File: src/design/board_pkg.sv
// address-space code, register offsets, watchdog band codes and limits, reset values
package board_pkg;

    // --------------------
    // address decode
    // --------------------

    // main register space sits in addr[15:12]
    localparam logic [3:0] addr_main = 4'h0;

    // --------------------
    // main space offsets
    // --------------------

    // offsets live in addr[3:0], addr[7:4] must be zero for the main space
    localparam logic [3:0] reg_status   = 4'd0;  // reboot request bits [21:20]
    localparam logic [3:0] reg_phyctrl  = 4'd1;  // phy request word, readback only
    localparam logic [3:0] reg_phydata  = 4'd2;  // phy transfer data, readback only
    localparam logic [3:0] reg_timeout  = 4'd3;  // watchdog period + led mode bit
    localparam logic [3:0] reg_fversion = 4'd4;  // firmware version, read only
    localparam logic [3:0] reg_git_desc = 4'd5;  // git describe word, read only

    // --------------------
    // watchdog bands
    // --------------------

    // band code reported on wdog_period_status
    localparam logic [2:0] wdog_disable     = 3'd0;  // period == 0
    localparam logic [2:0] wdog_phase_one   = 3'd1;  // up to ~50 ms
    localparam logic [2:0] wdog_phase_two   = 3'd2;  // up to ~100 ms
    localparam logic [2:0] wdog_phase_three = 3'd3;  // up to ~150 ms
    localparam logic [2:0] wdog_phase_four  = 3'd4;  // up to ~200 ms
    localparam logic [2:0] wdog_phase_five  = 3'd5;  // anything above

    // inclusive upper limit of each band, in watchdog ticks
    localparam logic [15:0] wdog_lim_one   = 16'h2580;
    localparam logic [15:0] wdog_lim_two   = 16'h4B00;
    localparam logic [15:0] wdog_lim_three = 16'h7080;
    localparam logic [15:0] wdog_lim_four  = 16'h9600;

    // --------------------
    // reset values
    // --------------------

    // 0x1680 ticks, roughly 30 ms at the board clock with an 8 bit prescale
    localparam logic [15:0] wdog_period_rst = 16'h1680;

    // Band limits are inclusive, so a period equal to wdog_lim_one still
    // reports phase one and wdog_lim_one + 1 moves to phase two. The
    // watchdog compares only the upper 16 bits of its counter against
    // the period, which is why the period is a plain 16 bit word here.

endpackage

File: src/design/board_ctrl_top.sv
// top level: request machine, board register file and watchdog timer
`timescale 1ns/1ps

module board_ctrl_top #(
    parameter int          wdog_shift     = 8,        // watchdog prescale bits
    parameter logic [31:0] fw_version     = 32'd9,
    parameter logic [31:0] git_fw_version = 32'd8,
    parameter logic [27:0] git_sha        = 28'h0,
    parameter logic        git_dirty      = 1'b0,
    parameter logic [15:0] git_commits    = 16'd0
) (
    input  logic        sysclk,
    input  logic        rst_n,

    // host request channel
    input  logic        req_valid,
    output logic        req_ready,
    input  logic        req_write,
    input  logic [15:0] req_addr,
    input  logic [31:0] req_wdata,

    // host response channel
    output logic        rsp_valid,
    input  logic        rsp_ready,
    output logic [31:0] rsp_rdata,

    // board control
    input  logic        wdog_clear,
    output logic        reboot,
    output logic        wdog_period_led,
    output logic [2:0]  wdog_period_status,
    output logic        wdog_timeout
);

    // --------------------
    // internal wires
    // --------------------

    logic        wr_main;      // main-space write strobe
    logic        wr_any;       // any write, kicks the watchdog
    logic [3:0]  reg_off;
    logic [31:0] reg_wdata;
    logic [31:0] rd_data;      // read mux output
    logic [15:0] wdog_period;

    reg_req_fsm i_reg_req_fsm (
        .sysclk    (sysclk),
        .rst_n     (rst_n),
        .req_valid (req_valid),
        .req_ready (req_ready),
        .req_write (req_write),
        .req_addr  (req_addr),
        .req_wdata (req_wdata),
        .rsp_valid (rsp_valid),
        .rsp_ready (rsp_ready),
        .rsp_rdata (rsp_rdata),
        .wr_main   (wr_main),
        .wr_any    (wr_any),
        .reg_off   (reg_off),
        .reg_wdata (reg_wdata),
        .rd_data   (rd_data)
    );

    board_regs #(
        .fw_version     (fw_version),
        .git_fw_version (git_fw_version),
        .git_sha        (git_sha),
        .git_dirty      (git_dirty),
        .git_commits    (git_commits)
    ) i_board_regs (
        .sysclk          (sysclk),
        .rst_n           (rst_n),
        .wr_main         (wr_main),
        .reg_off         (reg_off),
        .reg_wdata       (reg_wdata),
        .rd_data         (rd_data),
        .wdog_period     (wdog_period),
        .reboot          (reboot),
        .wdog_period_led (wdog_period_led)
    );

    // watchdog sees every write, not only main space ones
    wdog_timer #(
        .wdog_shift (wdog_shift)
    ) i_wdog_timer (
        .sysclk             (sysclk),
        .rst_n              (rst_n),
        .wr_any             (wr_any),
        .wdog_clear         (wdog_clear),
        .wdog_period        (wdog_period),
        .wdog_timeout       (wdog_timeout),
        .wdog_period_status (wdog_period_status)
    );

endmodule

File: src/design/board_regs.sv
// board register file: write decode, read mux, reboot request, version and git describe words
`timescale 1ns/1ps

module board_regs #(
    parameter logic [31:0] fw_version     = 32'd9,   // firmware version
    parameter logic [31:0] git_fw_version = 32'd8,   // last tagged version from git
    parameter logic [27:0] git_sha        = 28'h0,   // abbreviated commit hash
    parameter logic        git_dirty      = 1'b0,    // uncommitted changes at build
    parameter logic [15:0] git_commits    = 16'd0    // commits since the tag
) (
    input  logic        sysclk,
    input  logic        rst_n,

    // write side from the request machine
    input  logic        wr_main,
    input  logic [3:0]  reg_off,
    input  logic [31:0] reg_wdata,

    // read mux, combinational from reg_off
    output logic [31:0] rd_data,

    // control outputs
    output logic [15:0] wdog_period,      // to the watchdog timer
    output logic        reboot,           // fpga reboot request
    output logic        wdog_period_led   // 1 -> led shows the period band
);

    // --------------------
    // storage
    // --------------------

    // phy words are only kept for readback, the transfer happens elsewhere
    logic [15:0] phy_ctrl;   // phy request bitstream
    logic [15:0] phy_data;   // phy register transfer data

    // --------------------
    // git describe word
    // --------------------

    // 33 bit compare so a version of all ones does not wrap
    localparam logic [32:0] fw_ext  = {1'b0, fw_version};
    localparam logic [32:0] git_ext = {1'b0, git_fw_version};

    // version compare code
    //   0: release or post release build (F == G)
    //   1: preview of the next release   (F == G+1)
    //   2: version ran ahead of git      (F >  G+1)
    //   3: version behind git            (F <  G)
    localparam logic [1:0] ver_cmp =
        (fw_ext == git_ext)         ? 2'd0 :
        (fw_ext == git_ext + 33'd1) ? 2'd1 :
        (fw_ext >  git_ext + 33'd1) ? 2'd2 :
                                      2'd3;

    localparam logic commits_nz = (git_commits != 16'd0);  // any commits past the tag

    localparam logic [31:0] git_desc = {git_sha, git_dirty, commits_nz, ver_cmp};

    // --------------------
    // write decode
    // --------------------

    always_ff @(posedge sysclk) begin
        if (!rst_n) begin
            phy_ctrl        <= 16'd0;
            phy_data        <= 16'd0;
            wdog_period     <= board_pkg::wdog_period_rst;
            wdog_period_led <= 1'b0;
            reboot          <= 1'b0;
        end else if (wr_main) begin
            case (reg_off)
                // bit 21 arms the request, bit 20 carries it
                board_pkg::reg_status:  reboot   <= reg_wdata[21] ? reg_wdata[20] : 1'b0;
                board_pkg::reg_phyctrl: phy_ctrl <= reg_wdata[15:0];
                board_pkg::reg_phydata: phy_data <= reg_wdata[15:0];
                board_pkg::reg_timeout: begin
                    wdog_period_led <= reg_wdata[31];     // led mode
                    wdog_period     <= reg_wdata[15:0];   // 0 disables the watchdog
                end
                default: ;  // read-only or unused offsets ignore writes
            endcase
        end
    end

    // --------------------
    // read mux
    // --------------------

    always_comb begin
        case (reg_off)
            board_pkg::reg_phyctrl:  rd_data = {16'd0, phy_ctrl};
            board_pkg::reg_phydata:  rd_data = {16'd0, phy_data};
            board_pkg::reg_timeout:  rd_data = {wdog_period_led, 15'd0, wdog_period};
            board_pkg::reg_fversion: rd_data = fw_version;
            board_pkg::reg_git_desc: rd_data = git_desc;
            default:                 rd_data = 32'd0;  // status reads back as zero
        endcase
    end

endmodule

File: src/design/reg_req_fsm.sv
// request state machine: host handshake, main-space decode, write strobes, read response hold
`timescale 1ns/1ps

module reg_req_fsm (
    input  logic        sysclk,
    input  logic        rst_n,

    // host request channel
    input  logic        req_valid,
    output logic        req_ready,
    input  logic        req_write,   // 1 = write, 0 = read
    input  logic [15:0] req_addr,
    input  logic [31:0] req_wdata,

    // host response channel, reads only
    output logic        rsp_valid,
    input  logic        rsp_ready,
    output logic [31:0] rsp_rdata,

    // register file side
    output logic        wr_main,     // write strobe, main space only
    output logic        wr_any,      // write strobe, any address (watchdog kick)
    output logic [3:0]  reg_off,     // offset for write decode and read mux
    output logic [31:0] reg_wdata,
    input  logic [31:0] rd_data      // combinational read mux from reg_off
);

    // --------------------
    // state and locals
    // --------------------

    typedef enum logic {
        st_idle,   // ready for a request
        st_rsp     // read response pending until the host takes it
    } state_t;

    state_t      state;
    logic        req_acc;    // request transfers this cycle
    logic        req_main;   // request hits the main space
    logic        rd_main;    // latched main-space flag of the read
    logic [31:0] rd_gated;   // mux data or zero outside main space

    assign req_ready = (state == st_idle);  // one request in flight at most
    assign req_acc   = req_valid && req_ready;

    // main space: addr[15:12] matches, addr[7:4] zero
    assign req_main = (req_addr[15:12] == board_pkg::addr_main) && (req_addr[7:4] == 4'd0);

    // --------------------
    // state register
    // --------------------

    always_ff @(posedge sysclk) begin
        if (!rst_n) begin
            state <= st_idle;
        end else begin
            case (state)
                st_idle: begin
                    if (req_acc && !req_write)
                        state <= st_rsp;         // writes stay in idle
                end
                st_rsp: begin
                    if (rsp_ready)
                        state <= st_idle;        // response taken
                end
            endcase
        end
    end

    // one-cycle write strobes, high in the cycle after acceptance
    always_ff @(posedge sysclk) begin
        if (!rst_n) begin
            wr_any  <= 1'b0;
            wr_main <= 1'b0;
        end else begin
            wr_any  <= req_acc && req_write;
            wr_main <= req_acc && req_write && req_main;
        end
    end

    // --------------------
    // payload registers
    // --------------------

    // offset is taken on reads too, so the mux points at the read target
    // from the acceptance edge on; nothing can write while a read is open
    always_ff @(posedge sysclk) begin
        if (req_acc) begin
            reg_off <= req_addr[3:0];
            rd_main <= req_main;
            if (req_write)
                reg_wdata <= req_wdata;
        end
    end

    assign rd_gated = rd_main ? rd_data : 32'd0;  // outside main space reads zero

    // offset and space flag hold the read target until the response is taken
    assign rsp_valid = (state == st_rsp);
    assign rsp_rdata = rd_gated;

endmodule

File: src/design/wdog_timer.sv
// watchdog timer: prescaled counter, sticky timeout flag, period band classification
`timescale 1ns/1ps

module wdog_timer #(
    parameter int wdog_shift = 8   // prescale bits below the compared 16
) (
    input  logic        sysclk,
    input  logic        rst_n,
    input  logic        wr_any,              // any host write restarts the count
    input  logic        wdog_clear,          // clears count and flag (power up)
    input  logic [15:0] wdog_period,         // 0 -> watchdog off
    output logic        wdog_timeout,        // sticky until wdog_clear
    output logic [2:0]  wdog_period_status   // band code of the period
);

    localparam int cnt_w = 16 + wdog_shift;

    logic [cnt_w-1:0] wdog_count;   // upper 16 bits compared against the period

    // --------------------
    // counter and flag
    // --------------------

    // one tick of the period is 2^wdog_shift clocks
    always_ff @(posedge sysclk) begin
        if (!rst_n) begin
            wdog_count   <= '0;
            wdog_timeout <= 1'b0;
        end else if (wdog_clear) begin
            wdog_count   <= '0;             // restart timer
            wdog_timeout <= 1'b0;           // drop the flag
        end else if (wr_any) begin
            wdog_count <= '0;               // host is alive, flag untouched
        end else if (wdog_period != 16'd0) begin
            if (wdog_count[cnt_w-1:wdog_shift] == wdog_period)
                wdog_timeout <= 1'b1;       // count parks here until cleared
            else
                wdog_count <= wdog_count + cnt_w'(1);
        end
    end

    // --------------------
    // period band
    // --------------------

    function automatic logic [2:0] period_band(input logic [15:0] period);
        if (period == 16'd0)
            return board_pkg::wdog_disable;
        else if (period <= board_pkg::wdog_lim_one)
            return board_pkg::wdog_phase_one;
        else if (period <= board_pkg::wdog_lim_two)
            return board_pkg::wdog_phase_two;
        else if (period <= board_pkg::wdog_lim_three)
            return board_pkg::wdog_phase_three;
        else if (period <= board_pkg::wdog_lim_four)
            return board_pkg::wdog_phase_four;
        else
            return board_pkg::wdog_phase_five;
    endfunction

    // follows the period one cycle later, also while in reset
    always_ff @(posedge sysclk) begin
        wdog_period_status <= period_band(wdog_period);
    end

endmodule

File: config.mk
export PLATFORM = sky130hd
export DESIGN_NAME = board_ctrl_top
export DESIGN_NICKNAME = d
export VERILOG_FILES = /design/src/design/board_pkg.sv /design/src/design/board_ctrl_top.sv /design/src/design/board_regs.sv /design/src/design/reg_req_fsm.sv /design/src/design/wdog_timer.sv
export SDC_FILE = /design/constraint.sdc
export NUM_CORES = 1
export LEC_CHECK = 0
export BUFFER_PORTS_ARGS = -buffer_cell sky130_fd_sc_hd__buf_4
export CAP_MARGIN = 15
export CORE_UTILIZATION = 35
export DETAILED_ROUTE_END_ITERATION = 8
export PLACE_DENSITY = 0.64
export RECOVER_POWER = 25
export SLEW_MARGIN = 20
export SYNTH_ARGS = -nofsm -noshare
export SYNTH_HDL_FRONTEND = slang
export SYNTH_SLANG_ARGS = --single-unit
File: constraint.sdc
create_clock -name sysclk -period 5.92 [get_ports sysclk]
set_input_delay 1.776 -clock sysclk [delete_from_list [all_inputs] [get_ports sysclk]]
set_output_delay 1.776 -clock sysclk [all_outputs]
set_load 0.03 [all_outputs]
-- After elaboration in Yosys (flattened, before gate mapping)
Cells that the tools add are included.
- bits of input ports: 54
- output and inout port bits: 40
- logic and storage cells: 63
- flip-flop bits (word level): 118
- reductions and logical operators: 22
- equality and inequality tests: 6
- bitwise gates (word level): 4
- add/subtract/negate cells: 1
- mux-type cells: 10
- $lt $le $gt $ge: 4
- operator list (operator ; count):
    $pmux 32 s5 ; 1
    $le 16x15->1 const B ; 2
    $mux 32 ; 1
    $add 24x1->24 const B ; 1
    $eq 16x16->1 ; 1
    $le 16x14->1 const B ; 1
    $le 16x16->1 const B ; 1
    $logic_not 16->1 ; 1
    $reduce_bool 16->1 ; 1
    $logic_not 4->1 ; 3
    $reduce_and 2->1 ; 6
    $eq 4x2->1 const B ; 2
    $eq 4x3->1 const B ; 2
    $logic_and 1x1->1 ; 5
    $mux 1 ; 5
    $eq 4x1->1 const B ; 1
    $mux 2 ; 2
    $not 1->1 ; 4
    $reduce_or 2->1 ; 2
    $reduce_or 4->1 ; 1
    $reduce_and 3->1 ; 1
    $reduce_or 3->1 ; 1
    $pmux 1 s2 ; 1
    $logic_not 1->1 ; 1

-- Depth between registers and ports, before layout
- depth after elaboration: 5
- depth in mapped cells: 9
- gate-level depth less buffers: 5

-- Modules after synthesis
A second synthesis with hierarchy kept.
- cell total of the unflattened synthesis: 570
- area, all modules: 5641.7 um^2
- modules (own cells, without submodules) (module ; instances ; cells an instance ; area each (um^2) ; seq. area each (um^2)):
    board_regs ; 1 ; 268 ; 2382.3 ; 1001.0
    wdog_timer ; 1 ; 215 ; 1794.2 ; 560.5
    reg_req_fsm ; 1 ; 87 ; 1465.2 ; 1171.1

-- Worst setup path before layout
Ideal clock, no wire load.
- path kind: flip-flop to output port
- start: register i_reg_req_fsm.reg_off[1]
- end: output port rsp_rdata[10]
- arrival time: 1.987 ns
- path buffers: 2
- data required time: 4.144 ns
- slack: 2.157 ns
- cell stages (with the launch flop): 6
- path through: edfxtp_1 -> buf_2 -> a2111oi_0 -> nand2_1 -> clkbuf_1 -> nor2_1
- word-level cells in the longest chain between the ends: 3
- elaborated cells between the ends (all ways): 7
- those cells by class: eq/ne: 5; mux: 2
- RTL lines (what ; line ; RTL):
    from (decl) ; reg_req_fsm.sv:23 ; output logic [3:0] reg_off,
    from (signal assigned) ; reg_req_fsm.sv:89 ; reg_off <= req_addr[3:0];
    $eq 4x3->1 (tied with other cells) ; board_regs.sv:90 ; case (reg_off)
    $pmux 32 s5 * ; board_regs.sv:90 ;
    $mux 32 * ; reg_req_fsm.sv:96 ; assign rd_gated = rd_main ? rd_data : 32'd0;
    to (decl) ; board_ctrl_top.sv:25 ; output logic [31:0] rsp_rdata,
Every way passes the cells marked *; elsewhere a longest branch is shown, timed or not.

-- Worst setup path in the final report
- start: register i_reg_req_fsm.reg_off[1]
- end: output port rsp_rdata[1]
Same word-level chain as after synthesis.

==> impl_results.md <==
* Outcome: finished with violations
* Violated checks: capacitance limit, slew limit
* Critical Path Fanout Max at 24
* Worst setup margin at 1.18 ns
* Share of flip-flops with an asynchronous set or reset at 0%
* Crit path DAT at 2.96 ns
* RSZ-0062 raised after global routing: false
* DR WL/cell at 14.3 µm
* Setup CP Type: reg -> out
* CTS Hold Buffers Added at 0
* Nets at 649
* CTS Buf Count at 9
* PortBufs at 61
* WP data required at 4.14 ns
* Register area at 2340 µm²
* Pwr dens at 253 nW/µm²
* Total congestion overflow at 0
* Simple-gate area share of the yosys netlist at 23.5%
* Top Ports at 94
* Largest net degree at the start of global routing at 54
* Final Hold Violating Endpoints at 0
* Antenna cells at 0
* Worst vdd ir at 0.123 mV
* Clock period minus worst slack at 4.74 ns
* Max-slew violation count at 54
* Worst skew pair latency at 0.34 ns
* Iteration-0 DRC count of the detailed router at 187
* Worst slew pin tran at 1.86 ns
* Mean Syn Cell Area at 8.94 µm²
* Die Footprint at 14800 µm²
* Drt first pass iters at 4
* Sinks on Clock Net at 105
* Top_reg_cell synth: dfxtp_1
* Initial core utilization at 36.0%
* Final core utilization at 41.7%
* Post-CTS Setup Inserts at 0
* Via count of the routed design at 4041
* CTS resizes at 0
* Mapped Cells at 559
* Final setup skew at 0.0124 ns
* Yosys warns at 0
* Clock-pin slew on the worst setup and hold paths at 0.07 ns
* CP Capture Type: primary output
* Clock Tree Buf Depth at 2
* Routed WL at 11100 µm
* Setup-failing EPs final at 0
* FP Rows at 43
* Filler cells at 1352
* Placed Instances at 763
* Relative slew slack at -24.1%
* Initial antenna violation count at 0
* Vias in the first global route at 3830
* Mapped Area at 5000 µm²
* Post-DRT Antenna Nets at 0
* Multi-input gate area at 2410 µm²
* Post-Synth Adder-Cell Area at 0.250%
* Min-Delay Path Class: reg -> reg
* Fmax at 211 MHz
* Root buffer cell: clkbuf_16
* Total power at 1.46 mW
* Startpoint types: register
* First-pass GRT wire length at 18800 µm
* Post-synth EDFFs at 24
* Hpwl dp at 7730 µm
* Placed Area at 5480 µm²
* Core area at 13900 µm²
* Register area share after synthesis at 46.9%
* Max cap viols at 1
* Post-synthesis compound-gate area fraction at 16.6%
* Total global routing track utilization at 15.9%
* Die W at 122 µm
* Design Area, Final at 5790 µm²
* Library cells used by synthesis at 48
* Mux share of post-synthesis cell area at 3.78%
* CTS H-tree lvls at 3
* Vias per cell at 5.19
* Yosys reg bits at 105
* GPL Wtd Cong at 0.768
* # DRC at 0
* Internal reg-to-reg setup slack at 3.02 ns
* Setup TNS at 0 ns
* Layout cell share with drive strength beyond 1 at 17.2%
* LEAKAGE at 1.97 nW
* Synth Area in XOR/XNOR at 2.80%
* Die H at 122 µm
* Finished Layout Cells at 779
* WHS at 0.454 ns
* Main combinational cell family by area after synthesis: simple AND/OR/NAND/NOR gates
* CTS tree: done
* Area grow syn2layout at 15.9%
* Tcrit/Tclk final at 80.1%
* Post-place setup slack at 1.50 ns
==> cell usage after synthesis, drive strengths merged (2+ instances only) <==
cell type / count / area [µm²]
and4: 5 / 46.3
a21boi: 46 / 345
xnor2: 16 / 140
o31ai: 6 / 45.0
nor3: 2 / 10.0
o211ai: 3 / 22.5
nand2: 118 / 443
nor2b: 5 / 31.3
a21oi: 25 / 125
and3: 7 / 43.8
mux2: 15 / 169
or3: 17 / 106
edfxtp: 24 / 721
nor2: 25 / 93.8
and2: 6 / 37.5
mux2i: 2 / 20.0
o2111ai: 2 / 17.5
nand3: 13 / 65.1
nand4: 17 / 121
nor4: 7 / 62.6
a22oi: 14 / 105
o21ai: 17 / 85.1
o21a: 2 / 15.0
or4: 10 / 75.1
clkbuf: 25 / 95.1
buf: 29 / 193
a2111oi: 2 / 17.5
nand2b: 3 / 18.8
dfxtp: 81 / 1620
inv: 5 / 18.8
==> registers in the layout, indices dropped and copies added, names as in the netlist, 3 cells and up <==
signal	count
i_reg_req_fsm.reg_wdata	19
i_reg_req_fsm.reg_off	4
i_wdog_timer.wdog_period_status	3
i_wdog_timer.wdog_count	24
i_board_regs.phy_data	16
i_board_regs.phy_ctrl	16
i_board_regs.wdog_period	16
==> area by class of cell <==
type	instances	share of cell area, %
multi-input cells	409	41.6
clock inverters	6	1.56
inverters	5	0.324
flip-flops and latches	105	40.4
well taps	180	3.89
repair buffers	64	8.23
clock buffers	10	3.95
==> routing by layer <==
metal	GRT usage, %	vias to the layer above	share of wire [%]
li1	-	2022	-
met1	20.0	1894	46
met2	27.3	113	48
met3	2.96	12	4.6
met4	5.09	0	1.6
met5	0	-	0
==> worst max-delay path, stage by stage, from the launching register on <==
cell,delay [ns]
edfxtp_1,0.99
nor3_1,0.10
a2111oi_0,0.53
nand2_1,0.55
nor2_1,0.26
buf_4,0.19
==> cell families (layout without fill, tap and decap cells) <==
logic type               count (synthesis)  in the layout
other                                    1             15
AND/OR/NAND/NOR                        237            237
AO/OA/AOI/OAI                          123            123
adder cells (fa/ha/maj)                  1              1
flip-flops                             105            105
buffers and inverters                   59             85
multiplexers                            17             17
XOR/XNOR                                16             16
==> cells in the final DEF (no fill, tap or decap), types with 4 or more instances in the layout <==
cell type and n:
mux2_2 15, buf_4 38, nor2b_1 4, a21oi_1 25
conb_1 15, inv_1 5, edfxtp_1 24, a22oi_1 14
and3_1 7, or3_1 17, clkbuf_4 25, dfxtp_1 81
nand3_1 13, nor4_2 4, and2_1 6, and4_1 4
xnor2_1 16, clkbuf_16 9, nand2_1 118, nand4_1 16
o21ai_0 17, a21boi_0 36, o31ai_1 6, nor2_1 25
or4_1 10, a21boi_1 10
==> where the power goes <==
group	total, mW	switching [mW]	internal (mW)
registers	0.756	0.0136	0.743
clock network	0.642	0.268	0.374
logic	0.0651	0.0368	0.0283
==> worst paths after layout <==
check / startpoint / to / cells after the start
max: i_reg_req_fsm.reg_off[1] / rsp_rdata[1] / 5
min reg2reg: i_board_regs.phy_data[9] / i_board_regs.phy_data[9] / 2
min: i_board_regs.phy_data[9] / i_board_regs.phy_data[9] / 2
max reg2reg: i_reg_req_fsm.reg_off[1] / i_board_regs.phy_data[0] / 4
Note: power is estimated with default switching activity, not from simulation.
